==> src/verilog/fix_params.svh <==
//**************************************************
// field widths and delimiter codes for the FIX parser
// tags longer than FIX_TAG_BYTES keep only their last characters
//**************************************************
`ifndef FIX_PARAMS_SVH
`define FIX_PARAMS_SVH

// longest tag held, in characters
`define FIX_TAG_BYTES 4

// value characters kept per field, the rest only flag overflow
`define FIX_VALUE_BYTES 32

// SOH ends every field
`define FIX_SOH 8'h01

// '=' splits tag from value
`define FIX_EQ 8'h3D

`endif

==> src/verilog/fix_pkg.sv <==
//**************************************************
// shared types for the FIX parser
// widths follow fix_params.svh
//**************************************************
package fix_pkg;

`include "fix_params.svh"

	// right-aligned, last tag character in the low byte
	typedef logic [`FIX_TAG_BYTES*8-1:0] fix_tag_t;

	// first value character in the low byte
	typedef logic [`FIX_VALUE_BYTES*8-1:0] fix_value_t;

	// 0 to FIX_VALUE_BYTES characters stored
	typedef logic [5:0] fix_len_t;

	// lexer classification of one byte
	typedef enum logic [1:0] {
		kind_tag   = 2'd0,
		kind_sep   = 2'd1,
		kind_value = 2'd2,
		kind_end   = 2'd3
	} fix_byte_kind_e;

endpackage
==> src/verilog/fix_checksum.sv <==
//**************************************************
// sums bytes from the tag 8 field up to the SOH before tag 10
// the trailer must carry exactly three decimal digits
//**************************************************
`timescale 1ns/1ps
`include "fix_params.svh"

module fix_checksum import fix_pkg::*; (
	input  logic       clk,
	input  logic       rst,
	input  logic [7:0] lex_byte_i,
	input  logic       lex_strobe_i,
	input  logic       field_valid_i,
	input  logic       start_of_header_i,
	input  logic       end_of_body_i,
	input  fix_value_t value_i,
	input  fix_len_t   value_len_i,
	output logic       msg_done_o,
	output logic       checksum_ok_o,
	output logic [7:0] checksum_calc_o,
	output logic [7:0] checksum_recv_o
);

	// all sums wrap at 256
	logic [7:0] field_sum;
	logic [7:0] pending_sum;
	logic [7:0] total;

	logic [7:0]  dig_hi;
	logic [7:0]  dig_mid;
	logic [7:0]  dig_lo;
	logic        digits_ok;
	logic [10:0] recv_num;

	// sum of the current field, handed over at SOH
	always_ff @(posedge clk) begin
		if (rst) begin
			field_sum <= '0;
			pending_sum <= '0;
		end else if (lex_strobe_i) begin
			if (lex_byte_i == `FIX_SOH) begin
				pending_sum <= field_sum + lex_byte_i;
				field_sum <= '0;
			end else begin
				field_sum <= field_sum + lex_byte_i;
			end
		end
	end

	// tag 8 restarts, tag 10 itself is left out
	always_ff @(posedge clk) begin
		if (rst) begin
			total <= '0;
		end else if (field_valid_i) begin
			if (start_of_header_i) begin
				total <= pending_sum;
			end else if (!end_of_body_i) begin
				total <= total + pending_sum;
			end
		end
	end

	// ASCII digits to a number; below '0' wraps high and fails the check
	assign dig_hi = value_i[7:0] - 8'h30;
	assign dig_mid = value_i[15:8] - 8'h30;
	assign dig_lo = value_i[23:16] - 8'h30;
	assign digits_ok = (value_len_i == 6'd3) && (dig_hi < 8'd10) &&
		(dig_mid < 8'd10) && (dig_lo < 8'd10);
	assign recv_num = 11'(dig_hi[3:0]) * 11'd100 + 11'(dig_mid[3:0]) * 11'd10 +
		11'(dig_lo[3:0]);

	always_ff @(posedge clk) begin
		if (rst) begin
			msg_done_o <= 1'b0;
			checksum_ok_o <= 1'b0;
		end else begin
			msg_done_o <= field_valid_i && end_of_body_i;
			if (field_valid_i && end_of_body_i) begin
				checksum_ok_o <= digits_ok && (recv_num == {3'b000, total});
			end
		end
	end

	always_ff @(posedge clk) begin
		if (field_valid_i && end_of_body_i) begin
			checksum_calc_o <= total;
			checksum_recv_o <= recv_num[7:0];
		end
	end

endmodule

==> src/verilog/fix_field_extractor.sv <==
//**************************************************
// builds tag and value of one field at a time
// only the most recent field is held on the outputs
// values beyond FIX_VALUE_BYTES are dropped and flagged
//**************************************************
`timescale 1ns/1ps
`include "fix_params.svh"

module fix_field_extractor import fix_pkg::*; (
	input  logic           clk,
	input  logic           rst,
	input  logic [7:0]     lex_byte_i,
	input  fix_byte_kind_e lex_kind_i,
	input  logic           lex_strobe_i,
	output logic           field_valid_o,
	output fix_tag_t       tag_o,
	output fix_value_t     value_o,
	output fix_len_t       value_len_o,
	output logic           overflow_o,
	output logic           start_of_header_o,
	output logic           end_of_body_o
);

	// "8" and "10" in ASCII, right-aligned
	localparam fix_tag_t tag_begin = fix_tag_t'(8'h38);
	localparam fix_tag_t tag_check = fix_tag_t'(16'h3130);

	localparam fix_len_t value_max = fix_len_t'(`FIX_VALUE_BYTES);

	// working copy of the field in progress
	fix_tag_t   work_tag;
	fix_value_t work_value;
	fix_len_t   work_len;
	logic       work_ovf;

	logic field_end;
	logic value_full;

	assign field_end = lex_strobe_i && (lex_kind_i == kind_end);
	assign value_full = (work_len == value_max);

	// gather characters until SOH
	always_ff @(posedge clk) begin
		if (rst) begin
			work_tag <= '0;
			work_value <= '0;
			work_len <= '0;
			work_ovf <= 1'b0;
		end else if (lex_strobe_i) begin
			case (lex_kind_i)
				kind_tag: begin
					// shift left so the last character lands in the low byte
					work_tag <= {work_tag[`FIX_TAG_BYTES*8-9:0], lex_byte_i};
				end
				kind_value: begin
					if (value_full) begin
						work_ovf <= 1'b1;
					end else begin
						work_value[8*work_len[4:0] +: 8] <= lex_byte_i;
						work_len <= work_len + 6'd1;
					end
				end
				kind_end: begin
					// fresh state for the next field
					work_tag <= '0;
					work_value <= '0;
					work_len <= '0;
					work_ovf <= 1'b0;
				end
				default: begin
					// separator only changes the lexer mode
					work_len <= work_len;
				end
			endcase
		end
	end

	// strobes and flags
	always_ff @(posedge clk) begin
		if (rst) begin
			field_valid_o <= 1'b0;
			start_of_header_o <= 1'b0;
			end_of_body_o <= 1'b0;
			overflow_o <= 1'b0;
			value_len_o <= '0;
		end else begin
			field_valid_o <= field_end;
			start_of_header_o <= field_end && (work_tag == tag_begin);
			end_of_body_o <= field_end && (work_tag == tag_check);
			if (field_end) begin
				overflow_o <= work_ovf;
				value_len_o <= work_len;
			end
		end
	end

	// field contents, held until the next field end
	always_ff @(posedge clk) begin
		if (field_end) begin
			tag_o <= work_tag;
			value_o <= work_value;
		end
	end

endmodule

==> src/verilog/fix_lexer.sv <==
//**************************************************
// one byte per cycle at most, no back-pressure
// output is the input byte and its class, one cycle later
//**************************************************
`timescale 1ns/1ps
`include "fix_params.svh"

module fix_lexer import fix_pkg::*; (
	input  logic           clk,
	input  logic           rst,
	input  logic [7:0]     byte_i,
	input  logic           byte_valid_i,
	output logic [7:0]     lex_byte_o,
	output fix_byte_kind_e lex_kind_o,
	output logic           lex_strobe_o
);

	// low in tag mode, high once the separator has been seen
	logic value_mode;

	fix_byte_kind_e kind;
	logic           next_value_mode;

	always_comb begin
		kind = kind_tag;
		next_value_mode = value_mode;
		if (byte_i == `FIX_SOH) begin
			// SOH closes the field from either mode
			kind = kind_end;
			next_value_mode = 1'b0;
		end else if (!value_mode) begin
			if (byte_i == `FIX_EQ) begin
				kind = kind_sep;
				next_value_mode = 1'b1;
			end else begin
				kind = kind_tag;
			end
		end else begin
			// a later '=' is just part of the value
			kind = kind_value;
		end
	end

	always_ff @(posedge clk) begin
		if (rst) begin
			value_mode <= 1'b0;
		end else if (byte_valid_i) begin
			value_mode <= next_value_mode;
		end
	end

	always_ff @(posedge clk) begin
		if (rst) begin
			lex_strobe_o <= 1'b0;
			lex_kind_o <= kind_tag;
		end else begin
			lex_strobe_o <= byte_valid_i;
			if (byte_valid_i) begin
				lex_kind_o <= kind;
			end
		end
	end

	// byte itself carries no control meaning past this point
	always_ff @(posedge clk) begin
		if (byte_valid_i) begin
			lex_byte_o <= byte_i;
		end
	end

endmodule

==> src/verilog/fix_parser_top.sv <==
//**************************************************
// FIX parser, lexer -> field extractor -> checksum
// field_valid_o two cycles after SOH, msg_done_o one more
//**************************************************
`timescale 1ns/1ps

module fix_parser_top import fix_pkg::*; (
	input  logic       clk,
	input  logic       rst,
	input  logic [7:0] byte_i,
	input  logic       byte_valid_i,
	output logic       field_valid_o,
	output fix_tag_t   tag_o,
	output fix_value_t value_o,
	output fix_len_t   value_len_o,
	output logic       overflow_o,
	output logic       start_of_header_o,
	output logic       end_of_body_o,
	output logic       msg_done_o,
	output logic       checksum_ok_o,
	output logic [7:0] checksum_calc_o,
	output logic [7:0] checksum_recv_o
);

	logic [7:0]     lex_byte;
	fix_byte_kind_e lex_kind;
	logic           lex_strobe;

	fix_lexer lexer0 (
		.clk          (clk),
		.rst          (rst),
		.byte_i       (byte_i),
		.byte_valid_i (byte_valid_i),
		.lex_byte_o   (lex_byte),
		.lex_kind_o   (lex_kind),
		.lex_strobe_o (lex_strobe)
	);

	fix_field_extractor extract0 (
		.clk               (clk),
		.rst               (rst),
		.lex_byte_i        (lex_byte),
		.lex_kind_i        (lex_kind),
		.lex_strobe_i      (lex_strobe),
		.field_valid_o     (field_valid_o),
		.tag_o             (tag_o),
		.value_o           (value_o),
		.value_len_o       (value_len_o),
		.overflow_o        (overflow_o),
		.start_of_header_o (start_of_header_o),
		.end_of_body_o     (end_of_body_o)
	);

	// sees raw bytes for the sum and the extractor result for the trailer
	fix_checksum check0 (
		.clk               (clk),
		.rst               (rst),
		.lex_byte_i        (lex_byte),
		.lex_strobe_i      (lex_strobe),
		.field_valid_i     (field_valid_o),
		.start_of_header_i (start_of_header_o),
		.end_of_body_i     (end_of_body_o),
		.value_i           (value_o),
		.value_len_i       (value_len_o),
		.msg_done_o        (msg_done_o),
		.checksum_ok_o     (checksum_ok_o),
		.checksum_calc_o   (checksum_calc_o),
		.checksum_recv_o   (checksum_recv_o)
	);

endmodule

==> config.mk <==
export PLATFORM = sky130hd
export DESIGN_NAME = fix_parser_top
export DESIGN_NICKNAME = d
export VERILOG_FILES = /design/src/verilog/fix_pkg.sv /design/src/verilog/fix_checksum.sv /design/src/verilog/fix_field_extractor.sv /design/src/verilog/fix_lexer.sv /design/src/verilog/fix_parser_top.sv
export VERILOG_INCLUDE_DIRS = /design/src /design/src/verilog
export SDC_FILE = /design/constraint.sdc
export NUM_CORES = 1
export LEC_CHECK = 0
export BUFFER_PORTS_ARGS = -buffer_cell sky130_fd_sc_hd__buf_2
export CAP_MARGIN = 10
export CORE_UTILIZATION = 57
export CTS_CLUSTER_SIZE = 8
export DETAILED_ROUTE_END_ITERATION = 7
export HOLD_SLACK_MARGIN = 0.15
export PLACE_DENSITY = 0.78
export SYNTH_ARGS = -nofsm -noshare
export SYNTH_HDL_FRONTEND = slang
export SYNTH_HIERARCHICAL = 1
export SYNTH_SLANG_ARGS = --single-unit
==> constraint.sdc <==
create_clock -name clk -period 14.09 [get_ports clk]
set_input_delay 3.5225 -clock clk [delete_from_list [all_inputs] [get_ports clk]]
set_output_delay 3.5225 -clock clk [all_outputs]
set_load 0.05 [all_outputs]
## Yosys cells after proc, flatten, opt, wreduce, memory -nomap -nowiden

Index checks and enable logic that the tools add are counted.

| cells by class | value |
|---|---|
| $add $sub $neg | 9 |
| multipliers | 2 |
| magnitude comparators | 3 |
| equality and inequality tests | 13 |
| shift operators | 2 |
| mux-type cells | 17 |
| reductions and logical operators | 16 |

Operators with widths:

| kind | number |
|---|---|
| $pmux W256 S2 | 1 |
| $bwmux W256 | 1 |
| $mux W256 | 1 |
| $shift A8 B34 Y256 const A | 1 |
| $shiftx A8 B34 Y256 | 1 |
| $pmux W32 S2 | 1 |
| $neg A8 Y34 | 1 |
| $eq A32 B14 Y1 const B | 1 |
| $eq A32 B6 Y1 const B | 1 |
| $lt A8 B4 Y1 const B | 3 |
| $mux W8 | 3 |
| $sub A8 B6 Y8 const B | 3 |
| $add A8 B8 Y8 | 2 |
| $eq A8 B1 Y1 const B | 2 |
| $pmux W6 S2 | 1 |
| $add A11 B4 Y11 | 1 |
| $add A11 B8 Y11 | 1 |
| $eq A11 B8 Y1 | 1 |
| $mul A4 B5 Y9 const B | 1 |
| $eq A8 B6 Y1 const B | 1 |
| $logic_and A1 B1 Y1 | 8 |
| $mul A4 B3 Y7 const B | 1 |
| $add A6 B1 Y6 const B | 1 |
| $eq A6 B2 Y1 const B | 1 |
| other kinds (12) | 23 |

| word-level totals | value |
|---|---|
| flip-flop bits (word level) | 647 |
| input bits | 11 |
| output and inout bits | 316 |
| logic and storage cells | 84 |

## Depth between registers and ports, before layout

| logic depth | value |
|---|---|
| depth after elaboration | 6 |
| gate-level depth with buffers | 14 |
| gate-level depth less buffers | 13 |

## Cells and area by module

Netlist, hierarchy kept.

Modules (own cells, without submodules):

| module | instances | cells an instance | area each (um2) |
|---|---|---|---|
| fix_field_extractor | 1 | 1,510 | 20,706.1 |
| fix_checksum | 1 | 341 | 3,139.3 |
| fix_lexer | 1 | 26 | 457.9 |

## Least setup slack after synthesis

No wires, ideal clock.

| timing | value |
|---|---|
| kind | flip-flop to flip-flop |
| from | register lexer0.lex_kind_o[0] |
| to | register extract0.work_value[191] |
| data arrival time | 10,257 ps |
| required time | 13,959 ps |
| setup slack | 3,702 ps |
| stages on the path, launching flop included | 11 |
| buffers on the path | 3 |
| clock period less this slack | 10,388 ps |
| cells stage by stage | dfxtp_1 > ha_1 > buf_2 > nand2_1 > inv_1 > clkbuf_1 > buf_1 > nor2_1 > o2bb2ai_1 > a21oi_1 > o31ai_1 |

| between the ends | value |
|---|---|
| cells in the longest elaborated chain, start to end | 3 |
| elaborated cells on any way between the ends | 6 |

RTL lines:

| element | RTL line | source |
|---|---|---|
| start: declaration | fix_lexer.sv:14 | `output fix_byte_kind_e lex_kind_o,` |
| start signal: assignment | fix_lexer.sv:55 | `lex_kind_o <= kind_tag;` |
| start signal: assignment | fix_lexer.sv:59 | `lex_kind_o <= kind;` |
| $eq A2 B2 Y1 | fix_field_extractor.sv:50 | `case (lex_kind_i)` |
| $ne A2 B2 Y1 (no line) or $reduce_bool A2 Y1 (tied branches) | - |  |
| $reduce_and A3 Y1 (no line) | - |  |
| end signal: indexed assignment | fix_field_extractor.sv:59 | `work_value[8*work_len[4:0] +: 8] <= lex_byte_i;` |
| end: declaration | fix_field_extractor.sv:32 | `fix_value_t work_value;` |

Parallel ways exist; a longest one is shown, timed or not.
A chain may end at the register's enable or synchronous reset.

==> metrics.md <==
| Metric | Value |
|---|---|
| Outcome | finished, final reports clean |
| Full die area | between 40000 and 50000 um^2 |
| #FFs+latches synth | between 600 and 700 |
| Total CTS buffers | 90 |
| GPL Wtd Cong | 0.9272 |
| Vias in the first global route | between 15k and 20k |
| First-pass GRT wire length | around 98 mm |
| Via count | roughly 17k |
| Port buffer count | ~330 |
| Number of synthesized flops with an enable pin | about 310 |
| Delay-heaviest family, CP | simple AND/OR/NAND/NOR gates |
| Layout cells sized above 1 | 0.2232 |
| CTS tree | built |
| CP Max Fanout | 48 |
| Worst hold path class | flop to flop |
| Slowest stage delay, CP | 1020 ps |
| Final #Nets | about 2.2k |
| Routed Antenna Nets | 0 |
| Clk slew on worst S/H paths | around 50 ps |
| Max-cap viol count | 0 |
| Root Buffer | clkbuf_16 |
| Final hold violations | 0 |
| Most frequent cell after synthesis | dfxtp_1 |
| Most common library cells after synthesis | 335 x dfxtp_1, 312 x edfxtp_1, 99 x nor2_1 |
| Worst setup SP type | input pin |
| DR vias/cell | about 6.2 |
| FF-to-FF End | extract0/work_value[81] |
| Critical path capture point type | flop |
| Final cell count without fillers | roughly 2.8k |
| Skew-Pair Late Insertion Delay | approximately 600 ps |
| Worst Hold Path EP | extract0/value_o[147] |
| Min-delay src | extract0/work_value[147] |
| Final setup TNS | 0 ps |
| R2R setup slack | between 9000 and 10000 ps |
| Highest routed layer | met4 |
| Pwr dens | 140.0 nW/um^2 |
| Hold Path Depth | 0 |
| Net load switching power | around 0.82 mW |
| Crit path buf inv count | 2 |
| Syn avg cell area | between 10 and 15 um^2 |
| Cell leakage power | between 9 and 10 nW |
| Mapped Area | around 24000 um^2 |
| Die width | ~210 um |
| M1 wire length | 26.30 mm |
| Yosys top cell by area | edfxtp_1 |
| Cell mode on critical path | buf_4 |
| Setup Viol. Count Final | 0 |
| H-tree levels | 3 |
| Core box area | about 42000 um^2 |
| Pre-Repair DR Iteration Count | 6 |
| Clock Sinks | roughly 650 |
| Initial Util | 0.5781 |
| Clock share of power | 0.489 |
| Peak supply drop | between 0.1 and 0.15 mV |
| Total GRT Usage | 0.2956 |
| Reg2Reg Depth | 7 |
| Row count | 75 |
| Syn_nets | about 1.9k |
| Pint | roughly 3.2 mW |
| Setup CP Type | input pin to flop |
| Initial antenna violation count | 0 |
| Largest net degree at the start of global routing | 142 |
| Worst Max-Slew Pin Slew | between 1000 and 1500 ps |
| Worst r2r src | lexer0/lex_strobe_o |
| Slowest library cell on the worst path | nor3b_4 |
| Met2 WL | approximately 31 mm |
| Sequential power share | 0.489 |
| Post-CTS resize count | 0 |
| Clock skew | 13.25 ps |
| Top Ports | roughly 330 |
| CTS Buffer Depth | 3 |
| Drc violations | 0 |
| Post-DR wirelength/cell | 23.42 um |
| Layout area overhead | 18.69% |
| Initial DRC count | about 1.8k |
| Crit share post-route | 0.4026 |
| Die Span Y | 208.5 um |
| DP Cell Count | roughly 2.6k |
| Cell variety after synth | 93 |
| Yosys warnings | 6 |
| Ys async rst share | 0 |
| Global route overflow | 0 |
| ANT cells | 0 |
| Share of the synthesized area in the top cell type | 0.3855 |
| Unrepaired setup endpoints after global routing | false |
| Hold_buf cts | 0 |
| Post-CTS Setup Inserts | 0 |
| Sw frac | 0.2031 |
| WP data required | between 10000 and 15000 ps |
| Worst rel slew slack | 0.1989 |
| Primary FF master, synth | dfxtp_1 |
| Seq/Total Area, Yosys | 0.6614 |
| Met3 wire len | 5.649 mm |
| Logic gate share of total power | 0.022 |
| Total Routed Length | approximately 65 mm |
| Mapped Cells | 1877 |
| CP cell instances | buf_4 -> buf_4 -> nor3_2 -> nand4_1 -> nor3b_4 -> a32o_1 |
| Fmax | roughly 180 MHz |
| Post-DP HPWL | around 42 mm |
| Ranking of synthesized cells by area | edfxtp_1 39%, dfxtp_1 28%, a32o_1 3.8% |
| Crit path time final | between 5000 and 6000 ps |
| Max-slew violations | 0 |
| Critical path arrival | 6200 ps |
## sequential cells by signal, summed over array words and instances (netlist names), 2 cells and up
signal and cells:
check0/checksum_calc_o 8, check0/checksum_recv_o 8, check0/field_sum 8, check0/pending_sum 8
check0/total 8, extract0/tag_o 32, extract0/value_len_o 6, extract0/value_o 256
extract0/work_len 6, extract0/work_tag 32, extract0/work_value 256, lexer0/lex_byte_o 8
lexer0/lex_kind_o 2
## cells by family after synthesis
kind of cell / after synthesis / share of synthesized area
AOI/OAI and AO/OA: 448 / 0.1446
xor gates and xnor gates: 32 / 0.01153
adders and majority gates: 52 / 0.02893
buffers and inverters: 177 / 0.03048
DFF: 647 / 0.6614
muxes: 16 / 0.006744
and+or+nand+nor: 505 / 0.1162
## worst register-to-register path, delay by kind of cell, from the launching register on
kind / cells / cell delay (ps)
and+or+nand+nor: 2 / 1120
DFF: 1 / 840
buffers and inverters: 3 / 2330
AOI/OAI and AO/OA: 2 / 370
## routing by layer
| layer | up-vias | GRT usage |
|---|---|---|
| met3 | 137 | 0.06264 |
| met2 | 813 | 0.4711 |
| met4 | 0 | 0.1361 |
| met5 | - | 0 |
| met1 | 8567 | 0.3887 |
| li1 | 7753 | - |
## worst max path at each step
| stage | startpoint | slack [ps] | cells after the start | endpoint |
|---|---|---|---|---|
| 5_1_grt | rst | 8290 | 6 | extract0/work_value[74] |
| 6_report | rst | 8420 | 6 | extract0/work_value[100] |
| 3_5_place_dp | rst | 7880 | 6 | extract0/work_value[74] |
| 3_3_place_gp | rst | 8070 | 6 | extract0/work_value[83] |
| 2_1_floorplan | lexer0/lex_kind_o[0] | 3700 | 10 | extract0/work_value[191] |
| 4_1_cts | rst | 8520 | 6 | extract0/work_value[85] |
## power by group through the flow
stage,clock (mW),combinational [mW],sequential [mW]
global placement,0,0.0838,2.01
finish,1.98,0.0891,1.97
floorplan,0,0.0609,2.00
detailed placement,0,0.0863,2.01
CTS,2.00,0.0873,1.97
global route,2.09,0.0951,1.97
## placed cells by master, fill, tap and decap left out, types with 13 or more instances in the layout
cell       Yosys  final
a21oi_1       96     96
a22o_1        40     40
a32o_1        92     92
buf_2         31    325
buf_4          4     21
clkbuf_1      81     65
clkbuf_16      0     94
dfxtp_1      335    335
edfxtp_1     312    312
ha_1          45     44
inv_1         46     45
mux2i_1       13     13
nand2_1       87     86
nand2b_1      45     44
nand3_1       85     85
nand4_1       17     17
nor2_1        99     98
nor2b_1       19     18
nor3_1        24     23
nor3b_1       37     37
nor4_1        14     14
o21ai_0       31     31
o2bb2ai_1     40     40
o31ai_1       44     44
o32ai_1       15     15
xnor2_1       21     21
## cell type report
type / count / area, um^2
clock buffer: 159 / 2596
tap: 539 / 674.4
multi-input combinational: 1053 / 7512
sequential: 647 / 16080
timing repair buffer: 346 / 1784
clock inverter: 1 / 16.27
fill: 2951 / 13190
inverter: 48 / 187.7
## stage by stage
step / setup WS, ps / total power [mW] / hold WS [ps] / cell area, um^2 / util
final: 8418 / 4.039 / 421.3 / 28850 / 0.6862
after global routing: 8287 / 4.154 / 430.5 / 28850 / 0.6862
after floorplan: 3702 / 2.065 / 407.9 / 24300 / -
after detailed placement: 7885 / 2.096 / 414.4 / 26230 / 0.6240
after CTS: 8517 / 4.063 / 424.3 / 28850 / 0.6862
after global placement: 8073 / 2.093 / 411.4 / 26230 / 0.6240
(Power assumes the default switching activity.)
